`src/verilog/eeprom_pkg.sv`:
```
`default_nettype none

package eeprom_pkg;

    // Device-type nibble that the EEPROM answers to
    localparam logic [3:0] dev_type = 4'b1010;

    localparam int mem_depth = 2048;
    localparam int addr_bits = 11;

    // System clocks per half period of the bus clock
    localparam int scl_half = 4;

    // APB byte offsets
    localparam logic [4:0] reg_ctrl   = 5'h00;
    localparam logic [4:0] reg_addr   = 5'h04;
    localparam logic [4:0] reg_wdata  = 5'h08;
    localparam logic [4:0] reg_status = 5'h0C;
    localparam logic [4:0] reg_rdata  = 5'h10;

    typedef enum logic {
        op_write,
        op_read
    } i2c_op_t;

    typedef enum logic [2:0] {
        e_idle,
        e_start,
        e_send_byte,
        e_get_ack,
        e_restart,
        e_recv_byte,
        e_send_nack,
        e_stop
    } eng_state_t;

    typedef enum logic [2:0] {
        s_idle,
        s_ctrl,
        s_addr,
        s_wdata,
        s_rdata,
        s_ack,
        s_ignore
    } slv_state_t;

endpackage

`default_nettype wire

```
`src/verilog/i2c_cmd_if.sv`:
```
`default_nettype none

interface i2c_cmd_if;
    import eeprom_pkg::*;

    logic                 go;
    i2c_op_t              op;
    logic [3:0]           dev;
    logic [addr_bits-1:0] addr;
    logic [7:0]           wdata;
    logic                 busy;
    logic                 done;
    logic                 ack_err;
    logic [7:0]           rdata;

    modport regs (
        output go, op, dev, addr, wdata,
        input  busy, done, ack_err, rdata
    );

    modport engine (
        input  go, op, dev, addr, wdata,
        output busy, done, ack_err, rdata
    );

endinterface

`default_nettype wire

```
`src/verilog/apb_i2c_regs.sv`:
```
`default_nettype none

module apb_i2c_regs (
    input  logic        sda,
    input  logic        rst,
    input  logic        psel,
    input  logic        penable,
    input  logic        pwrite,
    input  logic [4:0]  paddr,
    input  logic [31:0] pwdata,
    output logic [31:0] prdata,
    output logic        pslverr,
    i2c_cmd_if.regs     cmd
);
    import eeprom_pkg::*;

    logic                 access;
    logic                 mapped;
    logic                 busy_any;
    logic                 ctrl_wr;
    logic                 start_op;
    logic                 go_q;
    i2c_op_t              op_q;
    logic [3:0]           dev_q;
    logic [addr_bits-1:0] addr_q;
    logic [7:0]           wdata_q;
    logic [7:0]           rdata_q;
    logic                 done_q;
    logic                 err_q;

    assign access   = psel & penable;
    assign mapped   = paddr inside {reg_ctrl, reg_addr, reg_wdata, reg_status, reg_rdata};
    // Busy covers the go cycle before the engine answers and the done cycle before capture
    assign busy_any = cmd.busy | go_q | cmd.done;
    assign ctrl_wr  = access & pwrite & (paddr == reg_ctrl);
    assign start_op = ctrl_wr & pwdata[0] & ~busy_any;
    assign pslverr  = access & (~mapped | (ctrl_wr & pwdata[0] & busy_any));

    assign cmd.go    = go_q;
    assign cmd.op    = op_q;
    assign cmd.dev   = dev_q;
    assign cmd.addr  = addr_q;
    assign cmd.wdata = wdata_q;

    always_ff @(posedge sda)
    begin
        if (rst)
        begin
            go_q    <= 1'b0;
            op_q    <= op_write;
            dev_q   <= 4'h0;
            done_q  <= 1'b0;
            err_q   <= 1'b0;
            rdata_q <= 8'h00;
        end
        else
        begin
            go_q <= start_op;
            if (start_op)
            begin
                op_q   <= i2c_op_t'(pwdata[1]);
                dev_q  <= pwdata[7:4];
                done_q <= 1'b0;
                err_q  <= 1'b0;
            end
            else if (cmd.done)
            begin
                done_q  <= 1'b1;
                err_q   <= cmd.ack_err;
                rdata_q <= cmd.rdata;
            end
        end
    end

    always_ff @(posedge sda)
    begin
        if (access && pwrite && paddr == reg_addr)
        begin
            addr_q <= pwdata[addr_bits-1:0];
        end
        if (access && pwrite && paddr == reg_wdata)
        begin
            wdata_q <= pwdata[7:0];
        end
    end

    always_comb
    begin
        case (paddr)
            reg_ctrl:   prdata = {24'd0, dev_q, 2'b00, op_q, 1'b0};
            reg_addr:   prdata = {21'd0, addr_q};
            reg_wdata:  prdata = {24'd0, wdata_q};
            reg_status: prdata = {29'd0, err_q, done_q, busy_any};
            reg_rdata:  prdata = {24'd0, rdata_q};
            default:    prdata = 32'd0;
        endcase
    end

endmodule

`default_nettype wire

```
`src/flat_wrapper.sv`:
```
// flat-port wrapper written by rule: the top's interface ports become plain ports
module apb_i2c_regs_flat import eeprom_pkg::*;
  (sda, rst, psel, penable, pwrite, paddr, pwdata, prdata, pslverr, cmd_go, cmd_op, cmd_dev, cmd_addr, cmd_wdata, cmd_busy, cmd_done, cmd_ack_err, cmd_rdata);
  i2c_cmd_if cmd_i ();
  input  logic sda;
  input  logic rst;
  input  logic psel;
  input  logic penable;
  input  logic pwrite;
  input  logic [4:0] paddr;
  input  logic [31:0] pwdata;
  output logic [31:0] prdata;
  output logic pslverr;
  output wire logic [$bits(cmd_i.go)-1:0] cmd_go;
  output wire logic [$bits(cmd_i.op)-1:0] cmd_op;
  output wire logic [$bits(cmd_i.dev)-1:0] cmd_dev;
  output wire logic [$bits(cmd_i.addr)-1:0] cmd_addr;
  output wire logic [$bits(cmd_i.wdata)-1:0] cmd_wdata;
  input wire logic [$bits(cmd_i.busy)-1:0] cmd_busy;
  input wire logic [$bits(cmd_i.done)-1:0] cmd_done;
  input wire logic [$bits(cmd_i.ack_err)-1:0] cmd_ack_err;
  input wire logic [$bits(cmd_i.rdata)-1:0] cmd_rdata;
  assign cmd_go = cmd_i.go;
  assign cmd_op = cmd_i.op;
  assign cmd_dev = cmd_i.dev;
  assign cmd_addr = cmd_i.addr;
  assign cmd_wdata = cmd_i.wdata;
  assign cmd_i.busy = cmd_busy;
  assign cmd_i.done = cmd_done;
  assign cmd_i.ack_err = cmd_ack_err;
  assign cmd_i.rdata = cmd_rdata;
  apb_i2c_regs u_core (.sda(sda), .rst(rst), .psel(psel), .penable(penable), .pwrite(pwrite), .paddr(paddr), .pwdata(pwdata), .prdata(prdata), .pslverr(pslverr), .cmd(cmd_i));
endmodule
```
`config.mk`:
```
export PLATFORM = sky130hd
export DESIGN_NAME = apb_i2c_regs_flat
export DESIGN_NICKNAME = d
export VERILOG_FILES = /design/src/verilog/eeprom_pkg.sv /design/src/verilog/i2c_cmd_if.sv /design/src/verilog/apb_i2c_regs.sv /design/src/flat_wrapper.sv
export SDC_FILE = /design/constraint.sdc
export NUM_CORES = 1
export LEC_CHECK = 0
export ABC_CLOCK_PERIOD_IN_PS = 2400
export BUFFER_PORTS_ARGS = -buffer_cell sky130_fd_sc_hd__buf_2
export CAP_MARGIN = 10
export CORE_MARGIN = 10
export CORE_UTILIZATION = 30
export DETAILED_ROUTE_END_ITERATION = 10
export GPL_TIMING_DRIVEN = 0
export PLACE_DENSITY = 0.7
export SETUP_SLACK_MARGIN = 0.02
export SLEW_MARGIN = 20
export SYNTH_ARGS = -nofsm -noshare
export SYNTH_HDL_FRONTEND = slang
export SYNTH_SLANG_ARGS = --single-unit
```
`constraint.sdc`:
```
create_clock -name sda -period 2.4 [get_ports sda]
set_input_delay 0.72 -clock sda [delete_from_list [all_inputs] [get_ports sda]]
set_output_delay 0.72 -clock sda [all_outputs]
set_load 0.005 [all_outputs]
```
## Word level (Yosys, flattened, before mapping)

Cells that the tools add are included.

| word-level totals | value |
|---|---|
| register bits | 35 |
| bits of input ports | 53 |

| operators by class | value |
|---|---|
| equality and inequality tests | 4 |
| reductions and logical operators | 7 |
| bitwise logic cells | 13 |
| multiplexer cells | 1 |

Operators by type and width:

| operator | count |
|---|---|
| 11-bit case mux with 5 select lines | 1 |
| 5-bit by 4-bit equality test with 1-bit output (second input constant) | 2 |
| 1-bit AND | 7 |
| 5-bit by 3-bit equality test with 1-bit output (second input constant) | 1 |
| 5-bit equality test (second input constant) | 1 |
| 5-bit zero test | 1 |
| 5-bit nonzero test | 1 |
| 1-bit logical AND | 3 |
| 1-bit NOT | 3 |
| 1-bit OR | 3 |
| 2-bit AND reduction | 1 |
| 2-bit OR reduction | 1 |

## Longest topological paths before layout

| logic depth | value |
|---|---|
| word-level depth | 7 |
| mapped depth | 5 |
| gate-level depth less buffers | 4 |

## Least setup slack after synthesis

No wires, ideal clock.

| timing | value |
|---|---|
| kind | input to output |
| start point | input port cmd_done |
| end point | output port prdata[0] |
| setup slack | 0.136 ns |
| required time | 1.680 ns |
| data arrival time | 1.544 ns |
| cell stages on the path | 4 |
| buffers on the path | 0 |
| path through | or3_1 -> nand3_1 -> a21boi_0 -> a221o_2 |

| between the ends | value |
|---|---|
| word-level cells in the longest chain between the ends | 2 |

Ends and longest elaborated chain:

| what | line | text |
|---|---|---|
| start, declared | flat_wrapper.sv:20 | `input wire logic [$bits(cmd_i.done)-1:0] cmd_done;` |
| 1-bit OR | apb_i2c_regs.sv:34 | `assign busy_any = cmd.busy \| go_q \| cmd.done;` |
| 11-bit case mux with 5 select lines | apb_i2c_regs.sv:89 | `case (paddr)` |
| end, declared | flat_wrapper.sv:12 | `output logic [31:0] prdata;` |

Every way passes these cells.

## Worst setup path in the final report

| timing | value |
|---|---|
| start point | input port paddr[4] |
| end point | output port prdata[6] |

| between the ends | value |
|---|---|
| word-level cells in the longest chain between the ends | 2 |

Ends and longest elaborated chain:

| what | line | text |
|---|---|---|
| start, declared | flat_wrapper.sv:10 | `input logic [4:0] paddr;` |
| 5-bit equality test (tied with other cells) | apb_i2c_regs.sv:89 |  |
| 11-bit case mux with 5 select lines * | apb_i2c_regs.sv:89 |  |

Every way passes the cells marked *; elsewhere a longest branch is shown, timed or not.

==> results.py <==
metrics = {
    "outcome": {
        "status": "finished, violations left",
        "violations": "negative setup slack",
    },
    "logic_synthesis": {
        "yosysSeqAreaShare": 0.546,
        "syn_area_per_cell_um2": 11.3,
        "ys_ff_latch": 35,
        "synth_edf_count": 19,
        "async_reset_ff_frac": 0,
        "ys_warn_count": 0,
        "ys.flop_type": "edfxtp_1",
        "synthCells": 145,
        "synthDistinctLibCells": 32,
        "syn-cell-area_um2": 1630,
    },
    "run": {
        "maxCapViolations": 0,
    },
    "sta": {
        "hold_viol_final": 0,
        "slew_headroom": 0.654,
        "setup_viol": 8,
        "worst_pin_slew_ns": 0.519,
        "rsz0062_at_grt": "true",
        "fin_ws_ns": -0.105,
        "min_period_ns": 2.50,
        "slew_violations": 0,
        "max_freq_mhz": 399,
        "skew_ns": 0.00981,
        "period_share": 1.04,
    },
    "worst_setup_path": {
        "path_class": "in2out",
        "start_kind": "primary input",
        "crit_family": "buffers and inverters",
        "cp.arrival_ns": 1.78,
        "cp_slowest_stage_delay_ns": 0.34,
        "path_max_fanout": 7,
        "end_kind": "output port",
        "slowest_stage": "a222oi_1",
        "path_cells": "buf_8, nor2_1, and3_4, buf_4, a222oi_1, nand2_2, buf_2",
        "cp_data_required_time_ns": 1.68,
        "crit_buf_inv": 3,
    },
    "final_layout": {
        "finalNonFillerCells": 320,
        "post-route-util": 0.474,
        "layout-drive-gt1-share": 0.528,
        "final_cell_mix": "buf_2, buf_4, conb_1, edfxtp_1",
        "finish.net_count": 303,
        "num_antenna_cells": 0,
        "syn2layout_area_growth_pct": 51.0,
        "layout_commonest_cell": "buf_2",
    },
    "global_routing": {
        "grt_usage": 0.115,
        "use_met1": 0.121,
        "grt.busiest_layer": "met2",
        "met2_usage": 0.198,
        "met3_usage": 0.0536,
        "first_global_vias": 1460,
        "grt_first_pass_wirelength_um": 7770,
        "antenna_found_initial": 0,
        "grt_overflow_total": 0,
        "grt_max_degree": 12,
    },
    "routing": {
        "drc": 0,
        "vias": 1419,
        "viasPerCell": 4.43,
        "first_iter_violations": 62,
        "wl_per_cell_um": 16.4,
        "postRouteAntennaNets": 0,
        "wirelength_um": 5250,
        "first_pass_iters": 4,
    },
    "power": {
        "power.density_nw_per_um2": 484,
        "p_leak_nw": 1.23,
        "p_seq_frac": 0.543,
        "p_clk_frac": 0.327,
        "swShare": 0.223,
        "net-switching-power_mw": 0.266,
        "combPwrFrac": 0.130,
        "ir_drop_mv": 0.340,
        "p_int_mw": 0.927,
    },
    "placed_design": {
        "dp_hpwl_um": 3920,
        "gp_congestion": 0.785,
        "placedCellCount": 302,
        "io_buffers": 67,
    },
    "cts": {
        "clockBufferDepth": 2,
        "cts_tree": "built",
        "clock_latency_ns": 0.28,
        "clk_pin_slew_ns": 0.07,
        "cts_hold_buffers": 0,
        "h-tree-depth": 2,
        "cts_root_buf": "clkbuf_8",
        "clock-sinks": 35,
        "cts_buffers": 5,
    },
    "floorplanning": {
        "die_w_um": 93.8,
        "start_util": 0.314,
        "coreArea_um2": 5200,
        "io_pins": 111,
        "num_rows": 26,
        "die_y_um": 93.8,
        "die_area_um2": 8790,
    },
    "worst_hold_path": {
        "hold_path_class": "reg2reg",
    },
}
-- metrics by stage --
stage | power (mW) | hold WS, ns | setup slack [ns] | instance area, um2 | setup TNS [ns]
after detailed placement | 0.783 | 0.487 | -0.394 | 2130 | -2.90
after floorplan | 0.732 | 0.460 | 0.136 | 1710 | 0
after global routing | 1.25 | 0.528 | -0.170 | 2460 | -1.01
after CTS | 1.20 | 0.508 | -0.100 | 2420 | -0.517
final | 1.19 | 0.501 | -0.105 | 2460 | -0.552
after global placement | 0.780 | 0.474 | -0.415 | 2130 | -2.97
-- tightest hold or removal path: stages (launching register included) --
cell,delay (ns)
dfxtp_1,0.33
mux2i_1,0.06
nor2_1,0.07
-- logic make-up after synthesis --
kind of cell,synth area share
simple gates,0.185
compound gates,0.0667
other cells,0.00230
flops,0.546
mux,0.0858
buf+inv,0.114
-- final cells by class --
class | count | area, um2
flip-flops and latches | 35 | 891
repair buffers | 78 | 513
multi-input cells | 104 | 701
clock buffers | 7 | 76.3
plain buffers | 26 | 196
fillers | 518 | 2740
well taps | 70 | 87.6
-- power groups by stage --
stage	clock (mW)	sequential, mW	combinational (mW)
global route	0.433	0.648	0.171
CTS	0.406	0.647	0.148
detailed placement	0	0.660	0.123
finish	0.390	0.648	0.156
floorplan	0	0.659	0.0724
global placement	0	0.660	0.120
-- metal layers --
layer,part of all wire,vias to the layer above,routed length (um)
li1,-,690,-
met3,0.12,6,609
met4,0.0080,0,42
met1,0.38,651,2020
met5,0,-,0
met2,0.49,72,2580
-- worst paths after layout --
kind / depth (start not counted) / startpoint / slack [ns] / to
min reg2reg: 2 / u_core.rdata_q[0] / 0.50 / u_core.rdata_q[0]
max: 7 / paddr[4] / -0.10 / prdata[6]
max reg2reg: 4 / u_core.cmd.go / 0.94 / u_core.cmd.dev[1]
min: 2 / u_core.rdata_q[0] / 0.50 / u_core.rdata_q[0]
-- registers in the layout, summed over array words and instances, names as in the netlist --
| register | count |
|---|---|
| u_core.cmd.addr | 11 |
| u_core.cmd.dev | 4 |
| u_core.cmd.go | 1 |
| u_core.cmd.op | 1 |
| u_core.cmd.wdata | 8 |
| u_core.done_q | 1 |
| u_core.err_q | 1 |
| u_core.rdata_q | 8 |
-- repair_timing --
action                                  in CTS  in global routing
setup buffers                               10                  0
pin swaps                                   14                  6
resized for setup                           34                  9
endpoints found under the setup margin      12                  8
cloned                                       1                  0
-- synth_stat cells (all sizes together), types with 3 or more instances --
| cell | count | area share |
|---|---|---|
| a222oi | 4 | 0.025 |
| nor3 | 4 | 0.019 |
| dfxtp | 16 | 0.20 |
| edfxtp | 19 | 0.35 |
| nand4 | 3 | 0.015 |
| and3 | 4 | 0.018 |
| nor2 | 17 | 0.039 |
| and2 | 6 | 0.026 |
| nand2 | 13 | 0.030 |
| nand3 | 4 | 0.012 |
| buf | 24 | 0.11 |
| mux2i | 14 | 0.086 |
No activity file was read; power rests on OpenSTA's default activity.
