File: config.mk
export PLATFORM = sky130hd
export DESIGN_NAME = i2c_bit_engine_flat
export DESIGN_NICKNAME = d
export VERILOG_FILES = /design/src/verilog/eeprom_pkg.sv /design/src/verilog/i2c_cmd_if.sv /design/src/verilog/i2c_bit_engine.sv /design/src/flat_wrapper.sv
export SDC_FILE = /design/constraint.sdc
export NUM_CORES = 1
export LEC_CHECK = 0
export BUFFER_PORTS_ARGS = -buffer_cell sky130_fd_sc_hd__buf_2
export CAP_MARGIN = 20
export CORE_ASPECT_RATIO = 0.9
export CORE_MARGIN = 1.5
export CORE_UTILIZATION = 50
export DETAILED_ROUTE_END_ITERATION = 6
export PLACE_DENSITY_LB_ADDON = 0.2
export SLEW_MARGIN = 20
export SYNTH_ARGS = -nofsm -noshare
export SYNTH_HDL_FRONTEND = slang
export SYNTH_SLANG_ARGS = --single-unit
File: constraint.sdc
create_clock -name sda -period 2.1 [get_ports sda]
set_input_delay 0.21 -clock sda [delete_from_list [all_inputs] [get_ports sda]]
set_output_delay 0.21 -clock sda [all_outputs]
set_load 0.02 [all_outputs]
File: src/verilog/eeprom_pkg.sv
`default_nettype none

package eeprom_pkg;

    // Device-type nibble that the EEPROM answers to
    localparam logic [3:0] dev_type = 4'b1010;

    localparam int mem_depth = 2048;
    localparam int addr_bits = 11;

    // System clocks per half period of the bus clock
    localparam int scl_half = 4;

    // APB byte offsets
    localparam logic [4:0] reg_ctrl   = 5'h00;
    localparam logic [4:0] reg_addr   = 5'h04;
    localparam logic [4:0] reg_wdata  = 5'h08;
    localparam logic [4:0] reg_status = 5'h0C;
    localparam logic [4:0] reg_rdata  = 5'h10;

    typedef enum logic {
        op_write,
        op_read
    } i2c_op_t;

    typedef enum logic [2:0] {
        e_idle,
        e_start,
        e_send_byte,
        e_get_ack,
        e_restart,
        e_recv_byte,
        e_send_nack,
        e_stop
    } eng_state_t;

    typedef enum logic [2:0] {
        s_idle,
        s_ctrl,
        s_addr,
        s_wdata,
        s_rdata,
        s_ack,
        s_ignore
    } slv_state_t;

endpackage

`default_nettype wire

File: src/verilog/i2c_cmd_if.sv
`default_nettype none

interface i2c_cmd_if;
    import eeprom_pkg::*;

    logic                 go;
    i2c_op_t              op;
    logic [3:0]           dev;
    logic [addr_bits-1:0] addr;
    logic [7:0]           wdata;
    logic                 busy;
    logic                 done;
    logic                 ack_err;
    logic [7:0]           rdata;

    modport regs (
        output go, op, dev, addr, wdata,
        input  busy, done, ack_err, rdata
    );

    modport engine (
        input  go, op, dev, addr, wdata,
        output busy, done, ack_err, rdata
    );

endinterface

`default_nettype wire

File: src/verilog/i2c_bit_engine.sv
`default_nettype none

module i2c_bit_engine (
    input  logic      sda,
    input  logic      rst,
    i2c_cmd_if.engine cmd,
    output logic      scl,
    output logic      data_low,
    input  logic      data_in
);
    import eeprom_pkg::*;

    eng_state_t                    state;
    logic [$clog2(2*scl_half)-1:0] cnt;
    logic                          bit_end;
    logic [2:0]                    bitn;
    logic [1:0]                    phase;
    logic [7:0]                    shreg;
    i2c_op_t                       op_q;
    logic [3:0]                    dev_q;
    logic [addr_bits-1:0]          addr_q;
    logic [7:0]                    wdata_q;

    // Each bit is one low half of scl followed by one high half
    assign bit_end = (cnt == 2 * scl_half - 1);
    assign scl     = (state == e_idle || state == e_start) ? 1'b1 : (cnt >= scl_half);

    always_ff @(posedge sda)
    begin
        if (state == e_idle && cmd.go)
        begin
            op_q    <= cmd.op;
            dev_q   <= cmd.dev;
            addr_q  <= cmd.addr;
            wdata_q <= cmd.wdata;
        end
    end

    always_ff @(posedge sda)
    begin
        if (rst)
        begin
            state       <= e_idle;
            cnt         <= '0;
            bitn        <= 3'd0;
            phase       <= 2'd0;
            data_low    <= 1'b0;
            cmd.busy    <= 1'b0;
            cmd.done    <= 1'b0;
            cmd.ack_err <= 1'b0;
            cmd.rdata   <= 8'h00;
        end
        else
        begin
            cmd.done <= 1'b0;

            // Data moves one clock into the low half, start and stop edges mid-high
            if (cnt == 0)
            begin
                case (state)
                    e_send_byte: data_low <= ~shreg[7];
                    e_stop:      data_low <= 1'b1;
                    default:     data_low <= 1'b0;
                endcase
            end
            else if (cnt == scl_half + scl_half / 2 - 1)
            begin
                if (state == e_start || state == e_restart)
                begin
                    data_low <= 1'b1;
                end
                else if (state == e_stop)
                begin
                    data_low <= 1'b0;
                end
            end

            if (state == e_idle)
            begin
                cnt <= '0;
                if (cmd.go)
                begin
                    state       <= e_start;
                    phase       <= 2'd0;
                    cmd.busy    <= 1'b1;
                    cmd.ack_err <= 1'b0;
                    cmd.rdata   <= 8'h00;
                end
            end
            else
            begin
                cnt <= bit_end ? '0 : cnt + 1'b1;
                if (bit_end)
                begin
                    case (state)
                        e_start:
                        begin
                            shreg <= {dev_q, addr_q[addr_bits-1:8], 1'b0};
                            state <= e_send_byte;
                        end
                        e_send_byte:
                        begin
                            shreg <= {shreg[6:0], 1'b0};
                            bitn  <= bitn + 3'd1;
                            if (bitn == 3'd7)
                            begin
                                state <= e_get_ack;
                            end
                        end
                        e_get_ack:
                        begin
                            if (data_in)
                            begin
                                cmd.ack_err <= 1'b1;
                                state       <= e_stop;
                            end
                            else if (phase == 2'd0)
                            begin
                                shreg <= addr_q[7:0];
                                phase <= 2'd1;
                                state <= e_send_byte;
                            end
                            else if (phase == 2'd1)
                            begin
                                if (op_q == op_write)
                                begin
                                    shreg <= wdata_q;
                                    phase <= 2'd2;
                                    state <= e_send_byte;
                                end
                                else
                                begin
                                    state <= e_restart;
                                end
                            end
                            else if (phase == 2'd2)
                            begin
                                state <= e_stop;
                            end
                            else
                            begin
                                state <= e_recv_byte;
                            end
                        end
                        e_restart:
                        begin
                            shreg <= {dev_q, addr_q[addr_bits-1:8], 1'b1};
                            phase <= 2'd3;
                            state <= e_send_byte;
                        end
                        e_recv_byte:
                        begin
                            shreg <= {shreg[6:0], data_in};
                            bitn  <= bitn + 3'd1;
                            if (bitn == 3'd7)
                            begin
                                state <= e_send_nack;
                            end
                        end
                        e_send_nack:
                        begin
                            cmd.rdata <= shreg;
                            state     <= e_stop;
                        end
                        default:
                        begin
                            state    <= e_idle;
                            cmd.busy <= 1'b0;
                            cmd.done <= 1'b1;
                        end
                    endcase
                end
            end
        end
    end

endmodule

`default_nettype wire

File: src/flat_wrapper.sv
// flat-port wrapper written by rule: the top's interface ports become plain ports
module i2c_bit_engine_flat import eeprom_pkg::*;
  (sda, rst, scl, data_low, data_in, cmd_go, cmd_op, cmd_dev, cmd_addr, cmd_wdata, cmd_busy, cmd_done, cmd_ack_err, cmd_rdata);
  i2c_cmd_if cmd_i ();
  input  logic sda;
  input  logic rst;
  output logic scl;
  output logic data_low;
  input  logic data_in;
  input wire logic [$bits(cmd_i.go)-1:0] cmd_go;
  input wire logic [$bits(cmd_i.op)-1:0] cmd_op;
  input wire logic [$bits(cmd_i.dev)-1:0] cmd_dev;
  input wire logic [$bits(cmd_i.addr)-1:0] cmd_addr;
  input wire logic [$bits(cmd_i.wdata)-1:0] cmd_wdata;
  output wire logic [$bits(cmd_i.busy)-1:0] cmd_busy;
  output wire logic [$bits(cmd_i.done)-1:0] cmd_done;
  output wire logic [$bits(cmd_i.ack_err)-1:0] cmd_ack_err;
  output wire logic [$bits(cmd_i.rdata)-1:0] cmd_rdata;
  assign cmd_i.go = cmd_go;
  assign cmd_i.op = cmd_op;
  assign cmd_i.dev = cmd_dev;
  assign cmd_i.addr = cmd_addr;
  assign cmd_i.wdata = cmd_wdata;
  assign cmd_busy = cmd_i.busy;
  assign cmd_done = cmd_i.done;
  assign cmd_ack_err = cmd_i.ack_err;
  assign cmd_rdata = cmd_i.rdata;
  i2c_bit_engine u_core (.sda(sda), .rst(rst), .cmd(cmd_i), .scl(scl), .data_low(data_low), .data_in(data_in));
endmodule
# ---- Word level (Yosys, flattened, before mapping)
# Index checks and enable logic that the tools add are counted.
dict set report totals {
  output_inout_bits 13
  reg_bits 55
  wordCells 114
  in_bits 28
}
dict set report classes {
  n_reduce_logical 27
  bitwise 4
  n_addsub 2
  order_cmp 1
  n_mux 44
  eq_ne 22
}
# operator count
set op_table {}
lappend op_table {{$mux W8} 8}
lappend op_table {{$pmux W8 S5} 1}
lappend op_table {{$mux W3} 9}
lappend op_table {{$eq A3 B3 Y1 const B} 7}
lappend op_table {{$mux W2} 8}
lappend op_table {{$mux W1} 15}
lappend op_table {{$pmux W3 S5} 1}
lappend op_table {{$reduce_bool A2 Y1} 5}
lappend op_table {{$ne A3 B1 Y1 const B} 3}
lappend op_table {{$reduce_and A3 Y1} 3}
lappend op_table {{$reduce_and A4 Y1} 2}
lappend op_table {{$reduce_and A7 Y1} 1}
lappend op_table {{$add A3 B1 Y3 const B} 2}
lappend op_table {{$eq A3 B2 Y1 const B} 2}
lappend op_table {{$logic_not A3 Y1} 2}
lappend op_table {{$reduce_and A6 Y1} 1}
lappend op_table {{$reduce_bool A3 Y1} 2}
lappend op_table {{$reduce_or A3 Y1} 2}
lappend op_table {{$reduce_or A6 Y1} 1}
lappend op_table {{$reduce_bool A5 Y1} 1}
lappend op_table {{$ne A2 B2 Y1 const B} 2}
lappend op_table {{$ne A4 B1 Y1 const B} 1}
lappend op_table {{$ne A4 B4 Y1 const B} 1}
lappend op_table {{$not A1 Y1} 4}
lappend op_table {{other kinds (14)} 16}

# ---- Depth between registers and ports, before layout
# Gate-level depths: netlist of the first run.
dict set report logic_depth {
  depth_word 8
  mapped_depth 7
  depth_no_buf 6
}

# ---- Least setup slack after synthesis of the first run
# OpenSTA, ideal clock, no wires.
dict set report synth_path {
  path_type {reg-to-reg}
  startpoint {register u_core.state[1]}
  endpoint {register u_core.shreg[0], enable pin}
  path_stages_with_launch 8
  path_buffers 3
  arrival_time_ns 1.863
  setup_time_ns 0.375
  synth_period_minus_slack_ns 2.238
  slack_ns -0.138
  required_ns 1.725
  cell_sequence {dfxtp_1 -> buf_4 -> buf_2 -> inv_1 -> ha_1 -> clkbuf_1 -> o21ai_0 -> a21oi_1}
}
dict set report synth_between {
  elab_chain_cells 3
  word_cells_on_any_way 12
  cone_classes {eq/ne: 8; bitwise: 1; reduce/logical: 3}
}
# element line_no
set synth_rtl {}
lappend synth_rtl {{from (decl)} i2c_bit_engine.sv:13} ;# eng_state_t state;
lappend synth_rtl {{from (signal assigned)} i2c_bit_engine.sv:43} ;# state <= e_idle;
lappend synth_rtl {{from (signal assigned)} i2c_bit_engine.sv:83} ;# state <= e_start;
lappend synth_rtl {{from (signal assigned)} i2c_bit_engine.sv:99} ;# state <= e_send_byte;
lappend synth_rtl {{$eq A3 B2 Y1, or another cell as far along} i2c_bit_engine.sv:95} ;# case (state)
lappend synth_rtl {{$ne A3 B3 Y1 (no line), or another cell as far along} n/a}
lappend synth_rtl {{$reduce_and A7 Y1 (no line) *} n/a}
lappend synth_rtl {{to (signal assigned)} i2c_bit_engine.sv:98} ;# shreg <= {dev_q, addr_q[addr_bits-1:8], 1'b0};
lappend synth_rtl {{to (signal assigned)} i2c_bit_engine.sv:103} ;# shreg <= {shreg[6:0], 1'b0};
lappend synth_rtl {{to (signal assigned)} i2c_bit_engine.sv:119} ;# shreg <= addr_q[7:0];
lappend synth_rtl {{to (decl)} i2c_bit_engine.sv:18} ;# logic [7:0] shreg;
# Every way passes the cells marked *; elsewhere a longest branch is shown, timed or not.
# A chain may end at the register's enable or synchronous reset.

# ---- Worst setup path after layout of the first run
dict set report layout_path {
  startpoint {register u_core.state[0]}
  endpoint {register u_core.cmd.busy}
}
dict set report layout_between {
  elab_chain_cells 4
  word_cells_on_any_way 13
  cone_classes {eq/ne: 8; mux: 1; reduce/logical: 4}
}
# element line_no
set layout_rtl {}
lappend layout_rtl {{$eq A3 B3 Y1, or another cell as far along} i2c_bit_engine.sv:95}
lappend layout_rtl {{$reduce_or A6 Y1 (no line)} n/a}
lappend layout_rtl {{$ne A2 B1 Y1 (no line)} n/a}
lappend layout_rtl {{$reduce_and A3 Y1 (no line)} n/a}
lappend layout_rtl {{to (signal assigned)} i2c_bit_engine.sv:48} ;# cmd.busy <= 1'b0;
lappend layout_rtl {{to (signal assigned)} i2c_bit_engine.sv:85} ;# cmd.busy <= 1'b1;
lappend layout_rtl {{to (signal assigned)} i2c_bit_engine.sv:168} ;# cmd.busy <= 1'b0;
lappend layout_rtl {{to (decl)} i2c_cmd_if.sv:23} ;# output busy, done, ack_err, rdata
# Parallel ways exist; a longest one is shown, timed or not.

==> impl_metrics.json, run 1 <==
{
  "yosysSeqAreaShare_pct": 57.11,
  "fp.dieH_um": 69.93,
  "grt_pass1_vias": 1625,
  "numCtsBuffers": 5,
  "outcome": "completed",
  "rrSetupSlack_ns": 0.27,
  "grt_pass1_wl_um": 7859,
  "fin_skew_ns": 0.008093,
  "cp_max_fo": 15,
  "synth_fa_ha_area_share_pct": 3.519,
  "fin_crit_sh_pct": 87.02,
  "cts.htree.levels": 2,
  "clock_latency_ns": 0.31,
  "grtUsageTotal_pct": 18.65,
  "postCtsSetupBuffers": 0,
  "powerDensity_nw_per_um2": 715.7,
  "synth_edf_count": 32,
  "drt_iter0_drc": 105,
  "synth-main-ff-cell": "edfxtp_1",
  "root_buffer": "clkbuf_8",
  "yosys_warnings": 0,
  "synth_cell_types": 52,
  "ios": 41,
  "cp.arrival_ns": 2.02,
  "min_from": "cmd_addr[3]",
  "clock_path_buffers": 2,
  "r2r_cells": 4,
  "slew_headroom_pct": 61.63,
  "synth_compound_area_share_pct": 18.35,
  "finalSetupViolCount": 0,
  "r2r-start": "u_core.state[0]",
  "path_class": "reg -> reg",
  "synth_top_family_by_area": "compound AO/OA/AOI/OAI gates",
  "postCtsResizedCells": 0,
  "num_vias": 1751,
  "dieArea_sq_um": 5410,
  "syn_to_final_growth_pct": 16.54,
  "via_per_inst": 5.541,
  "clock-sinks": 55,
  "hold_end": "u_core.addr_q[3]",
  "grt_max_degree": 28,
  "fin_total_pwr_mw": 2.076,
  "fin_crit_ns": 1.827,
  "stdcell_count": 316,
  "worstSetupStartpoint": "u_core.state[0]",
  "hold_ws_ns": 0.06875,
  "routed_wl_um": 4719,
  "place_hpwl_um": 3467,
  "synthMuxAreaShare_pct": 3.218,
  "required_ns": 2.30,
  "async_flop_share_pct": 0,
  "cts_tree": "yes",
  "max_freq_ghz": 0.5472,
  "cts.clk_slew.worst_paths_ns": 0.10,
  "drc": 0,
  "antenna_found_initial": 0,
  "final.setup.tns_ns": 0,
  "ant_nets": 0,
  "hold_violations": 0,
  "rsz0062_at_grt": "no",
  "maxCapViolCount": 0,
  "cts_hold_buffers": 0,
  "std_cell_rows": 24,
  "slew_violations": 0,
  "dr.pass1.iters": 4,
  "crit_path_end_kind": "flip-flop",
  "postSynthAreaPerCell_sq_um": 11.96,
  "syn_inst": 208,
  "syn_nets": 243,
  "hold-path-cell-count": 1,
  "die_x_um": 77.37,
  "r2r-end": "u_core.cmd.busy",
  "wl_per_cell_um": 14.93,
  "final_common_cell": "buf_2",
  "yosys.area_share.simple_pct": 13.12,
  "gp_congestion": 0.8263,
  "start_util_pct": 51.80,
  "tightest_slew_ns": 0.5748,
  "overflow": 0,
  "ir_drop_mv": 0.5692,
  "ys_ff_latch": 55,
  "critPathLaunchType": "flip-flop",
  "post-route-util_pct": 60.36,
  "p_leak_nw": 1.177,
  "core_sq_um": 4805,
  "n_antenna_cell": 0,
  "io_buffers": 40,
  "synth-xor-area-share_pct": 0.7039,
  "final_cell_mix": "40 x buf_2, 32 x edfxtp_1, 23 x dfxtp_1",
  "dp.cells": 308,
  "hold_path.class": "in -> reg",
  "syn-cell-area_sq_um": 2489,
  "fin_nets": 285,
  "layout-drive-gt1-share_pct": 27.49
}
[where the power goes]
| group | switching, mW | internal (mW) |
|---|---|---|
| registers | 0.0245 | 1.18 |
| clock network | 0.347 | 0.359 |
| logic | 0.0865 | 0.0760 |
| total | 0.458 | 1.62 |
[cells in the mapped netlist (all sizes together) (3+ instances only)]
master   instances  area (sq um)
o2bb2ai          7         61.31
nand2            5         18.77
o21ai            7         35.03
mux2i            8         80.08
buf              9         52.55
clkbuf           6         23.77
a21oi           12         60.06
and2             4         26.28
dfxtp           23         460.4
nand2b           4         25.02
or2              3         18.77
nand3            5         25.02
nor3             6         35.03
a22oi           10         75.07
a22o             7         61.31
edfxtp          32         960.9
ha               7         87.58
inv              6         22.52
nor2            15         63.81
o32ai            3         45.05
[per-stage QoR]
stage | worst slack, ns | area, sq um
after floorplan | 0.003220 | 2492
after global placement | 0.3080 | 2785
after detailed placement | 0.3233 | 2785
after CTS | 0.2971 | 2900
after global routing | 0.1901 | 2900
final | 0.2726 | 2900
[logic make-up (layout without fill, tap and decap cells)]
family | Yosys count | in the layout
buf+inv | 21 | 64
xor+xnor | 2 | 2
flops | 55 | 55
simple gates | 55 | 55
compound gates | 60 | 60
fa+ha+maj | 7 | 7
mux | 8 | 8
[registers in the layout, indices dropped and copies added (netlist names)]
name	cells
u_core.op_q	1
u_core.bitn	3
u_core.cmd.ack_err	1
u_core.addr_q	11
u_core.cmd.busy	1
u_core.wdata_q	8
u_core.data_low	1
u_core.cmd.rdata	8
u_core.cmd.done	1
u_core.state	3
u_core.phase	2
u_core.shreg	8
u_core.cnt	3
u_core.dev_q	4
[routing by layer]
layer | GRT usage [%] | routed length [um]
met1 | 27.94 | 2415
met2 | 27.68 | 2086
met3 | 4.183 | 189
met4 | 4.242 | 27
met5 | 0 | 0
[how the worst max path moves through the flow]
stage,end,cells after the start
finish,u_core.cmd.busy,4
global route,u_core.state[0],6
CTS,u_core.shreg[2],4
detailed placement,u_core.shreg[2],4
global placement,u_core.cmd.busy,4
floorplan,u_core.shreg[0],7
[area by class of cell]
cell class | count | area [sq um]
Tap cell | 65 | 81.33
Clock buffer | 5 | 68.82
Clock inverter | 3 | 46.29
Timing Repair Buffer | 50 | 287.8
Fill cell | 414 | 1904
Multi-Input combinational cell | 132 | 972.2
Inverter | 6 | 22.52
Sequential cell | 55 | 1421
[critical path, stage by stage (launching register included)]
cell	delay (ns)
dfxtp_1	0.70
and2b_1	0.30
a2111o_1	0.47
a21oi_1	0.20
nor2_1	0.05
Note: power is estimated with default switching activity, not from simulation.
==> inputs of run 2 (changes only) <==
--- a/config.mk
+++ b/config.mk
@@ -9,9 +9,10 @@
 export CAP_MARGIN = 20
 export CORE_ASPECT_RATIO = 0.9
 export CORE_MARGIN = 1.5
-export CORE_UTILIZATION = 50
+export CORE_UTILIZATION = 60
 export DETAILED_ROUTE_END_ITERATION = 6
 export PLACE_DENSITY_LB_ADDON = 0.2
+export SKIP_CTS_REPAIR_TIMING = 1
 export SLEW_MARGIN = 20
 export SYNTH_ARGS = -nofsm -noshare
 export SYNTH_HDL_FRONTEND = slang
==> constraint.sdc (replaced) <==
create_clock -name sda -period 2.15 [get_ports sda]
set_input_delay 0.215 -clock sda [delete_from_list [all_inputs] [get_ports sda]]
set_output_delay 0.215 -clock sda [all_outputs]
set_load 0.02 [all_outputs]
==> impl_metrics.json, run 2 (synthesis gave the netlist of run 1 again) <==
{
  "cts_tree": "yes",
  "clock_latency_ns": 0.30,
  "maxCapViolCount": 0,
  "grt_pass1_wl_um": 7845,
  "layout-drive-gt1-share_pct": 27.67,
  "crit_path_max_incr_delay_ns": 0.46,
  "powerDensity_nw_per_um2": 694.2,
  "cts.clk_slew.worst_paths_ns": 0.09,
  "place_hpwl_um": 3364,
  "p_leak_nw": 1.179,
  "min_from": "cmd_wdata[3]",
  "clock-sinks": 55,
  "n_antenna_cell": 0,
  "std_cell_rows": 22,
  "slew_headroom_pct": 57.74,
  "r2r-start": "u_core.cnt[0]",
  "tightest_slew_ns": 0.6330,
  "dp.cells": 293,
  "fin_total_pwr_mw": 1.995,
  "hold-path-cell-count": 1,
  "largest_register_ffs": 11,
  "hold_path.class": "in -> reg",
  "slew_violations": 0,
  "cp_max_fo": 11,
  "internal_power_mw": 1.571,
  "crit_family": "adder cells",
  "r2r-end": "u_core.state[0]",
  "sequentialPowerShare_pct": 59.1,
  "clock_path_buffers": 2,
  "rsz0062_at_grt": "no",
  "p_comb_share_pct": 8.0,
  "clockPowerShare_pct": 32.8,
  "dieArea_sq_um": 4543,
  "outcome": "completed",
  "largest_register": "u_core.addr_q",
  "grt_max_degree": 24,
  "io_buffers": 40,
  "fin_crit_ns": 1.950,
  "overflow": 0,
  "num_vias": 1780,
  "grtUsageTotal_pct": 22.29,
  "final_cell_mix": "40 x buf_2, 32 x edfxtp_1, 23 x dfxtp_1",
  "critPathLaunchType": "flip-flop",
  "cts.htree.levels": 2,
  "grt_pass1_vias": 1623,
  "drc": 0,
  "path_class": "reg -> reg",
  "wl_per_cell_um": 15.73,
  "start_util_pct": 61.92,
  "hold_violations": 0,
  "fin_skew_ns": 0.001545,
  "cp_slowest_cell": "nor4_2",
  "rrSetupSlack_ns": 0.20,
  "syn_to_final_growth_pct": 15.49,
  "gp_congestion": 0.9265,
  "r2r_cells": 6,
  "ios": 41,
  "root_buffer": "clkbuf_8",
  "ir_drop_mv": 0.5534,
  "swShare_pct": 21.24,
  "hold_ws_ns": 0.08433,
  "fin_crit_sh_pct": 90.69,
  "fillers": 304,
  "routed_wl_um": 4736,
  "max_freq_ghz": 0.5129,
  "via_per_inst": 5.914,
  "cp.arrival_ns": 2.16,
  "finalSetupViolCount": 0,
  "crit_path_end_kind": "flip-flop",
  "core_sq_um": 4019,
  "crit_buf_inv": 1,
  "p_sw_mw": 0.4239,
  "stdcell_count": 301,
  "final_common_cell": "buf_2",
  "crit_path_frequent_cell": "ha_1",
  "ant_nets": 0,
  "hold_end": "u_core.wdata_q[3]",
  "dr.pass1.iters": 4,
  "final.setup.tns_ns": 0,
  "drt_iter0_drc": 141,
  "fp.dieH_um": 64.10,
  "crit_path_cell_trace": "ha_1 -> ha_1 -> inv_1 -> nor4_2 -> nor3_1 -> a211oi_1",
  "die_x_um": 70.89,
  "numCtsBuffers": 5,
  "required_ns": 2.36,
  "antenna_found_initial": 0,
  "fin_nets": 287
}
## run 2: cell count changes in the layout (fill, tap and decap cells not counted), sizes merged
cell,delta
buf,+2
clkinv,+1
inv,-1
## run 2: area by class of cell
| class | count | area [sq um] | share of cell area [%] |
|---|---|---|---|
| repair buffers | 52 | 290.3 | 10.10 |
| inverters | 6 | 22.52 | 0.7836 |
| well taps | 48 | 60.06 | 2.090 |
| flip-flops and latches | 55 | 1421 | 49.46 |
| clock inverters | 3 | 38.79 | 1.350 |
| clock buffers | 5 | 68.82 | 2.394 |
| multi-input cells | 132 | 972.2 | 33.83 |
## run 2: per-layer routing
metal,vias up,wire length (um),GRT usage (%)
met1,841,2342,32.88
met3,7,236,5.521
met2,58,2121,33.88
met4,0,35,4.481
li1,874,-,-
met5,-,0,0
## run 2: through the flow
step                utilization (%)  setup slack (ns)  area (sq um)
floorplan                         -           0.05322          2492
global placement              68.84            0.3131          2766
detailed placement            68.84            0.2400          2766
CTS                           71.51            0.1999          2874
global route                  71.51           0.01546          2874
finish                        71.51            0.2001          2874
## run 2: how the worst max path moves through the flow
| stage | slack [ns] | cells past startpoint | from | end |
|---|---|---|---|---|
| 6_report | 0.20 | 6 | u_core.cnt[0] | u_core.state[0] |
| 3_3_place_gp | 0.31 | 4 | u_core.state[0] | u_core.shreg[6] |
| 3_5_place_dp | 0.24 | 6 | u_core.cnt[0] | u_core.state[0] |
| 4_1_cts | 0.20 | 6 | u_core.cnt[0] | u_core.state[0] |
| 2_1_floorplan | 0.05 | 7 | u_core.state[1] | u_core.shreg[0] |
| 5_1_grt | 0.02 | 6 | u_core.cnt[0] | u_core.state[0] |
## run 2: power by group through the flow
stage          clock, mW  sequential, mW  combinational (mW)
6_report           0.655            1.18               0.160
3_3_place_gp           0            1.20               0.158
4_1_cts            0.667            1.18               0.160
3_5_place_dp           0            1.20               0.159
5_1_grt            0.702            1.18               0.175
2_1_floorplan          0            1.19               0.109
## run 2: worst register-to-register path: cells and delay by family (launching register included)
family,cells,cell delay [ns]
AND/OR/NAND/NOR,2,0.54
flip-flops,1,0.39
adder cells (fa/ha/maj),2,0.58
AO/OA/AOI/OAI,1,0.24
buffers and inverters,1,0.13
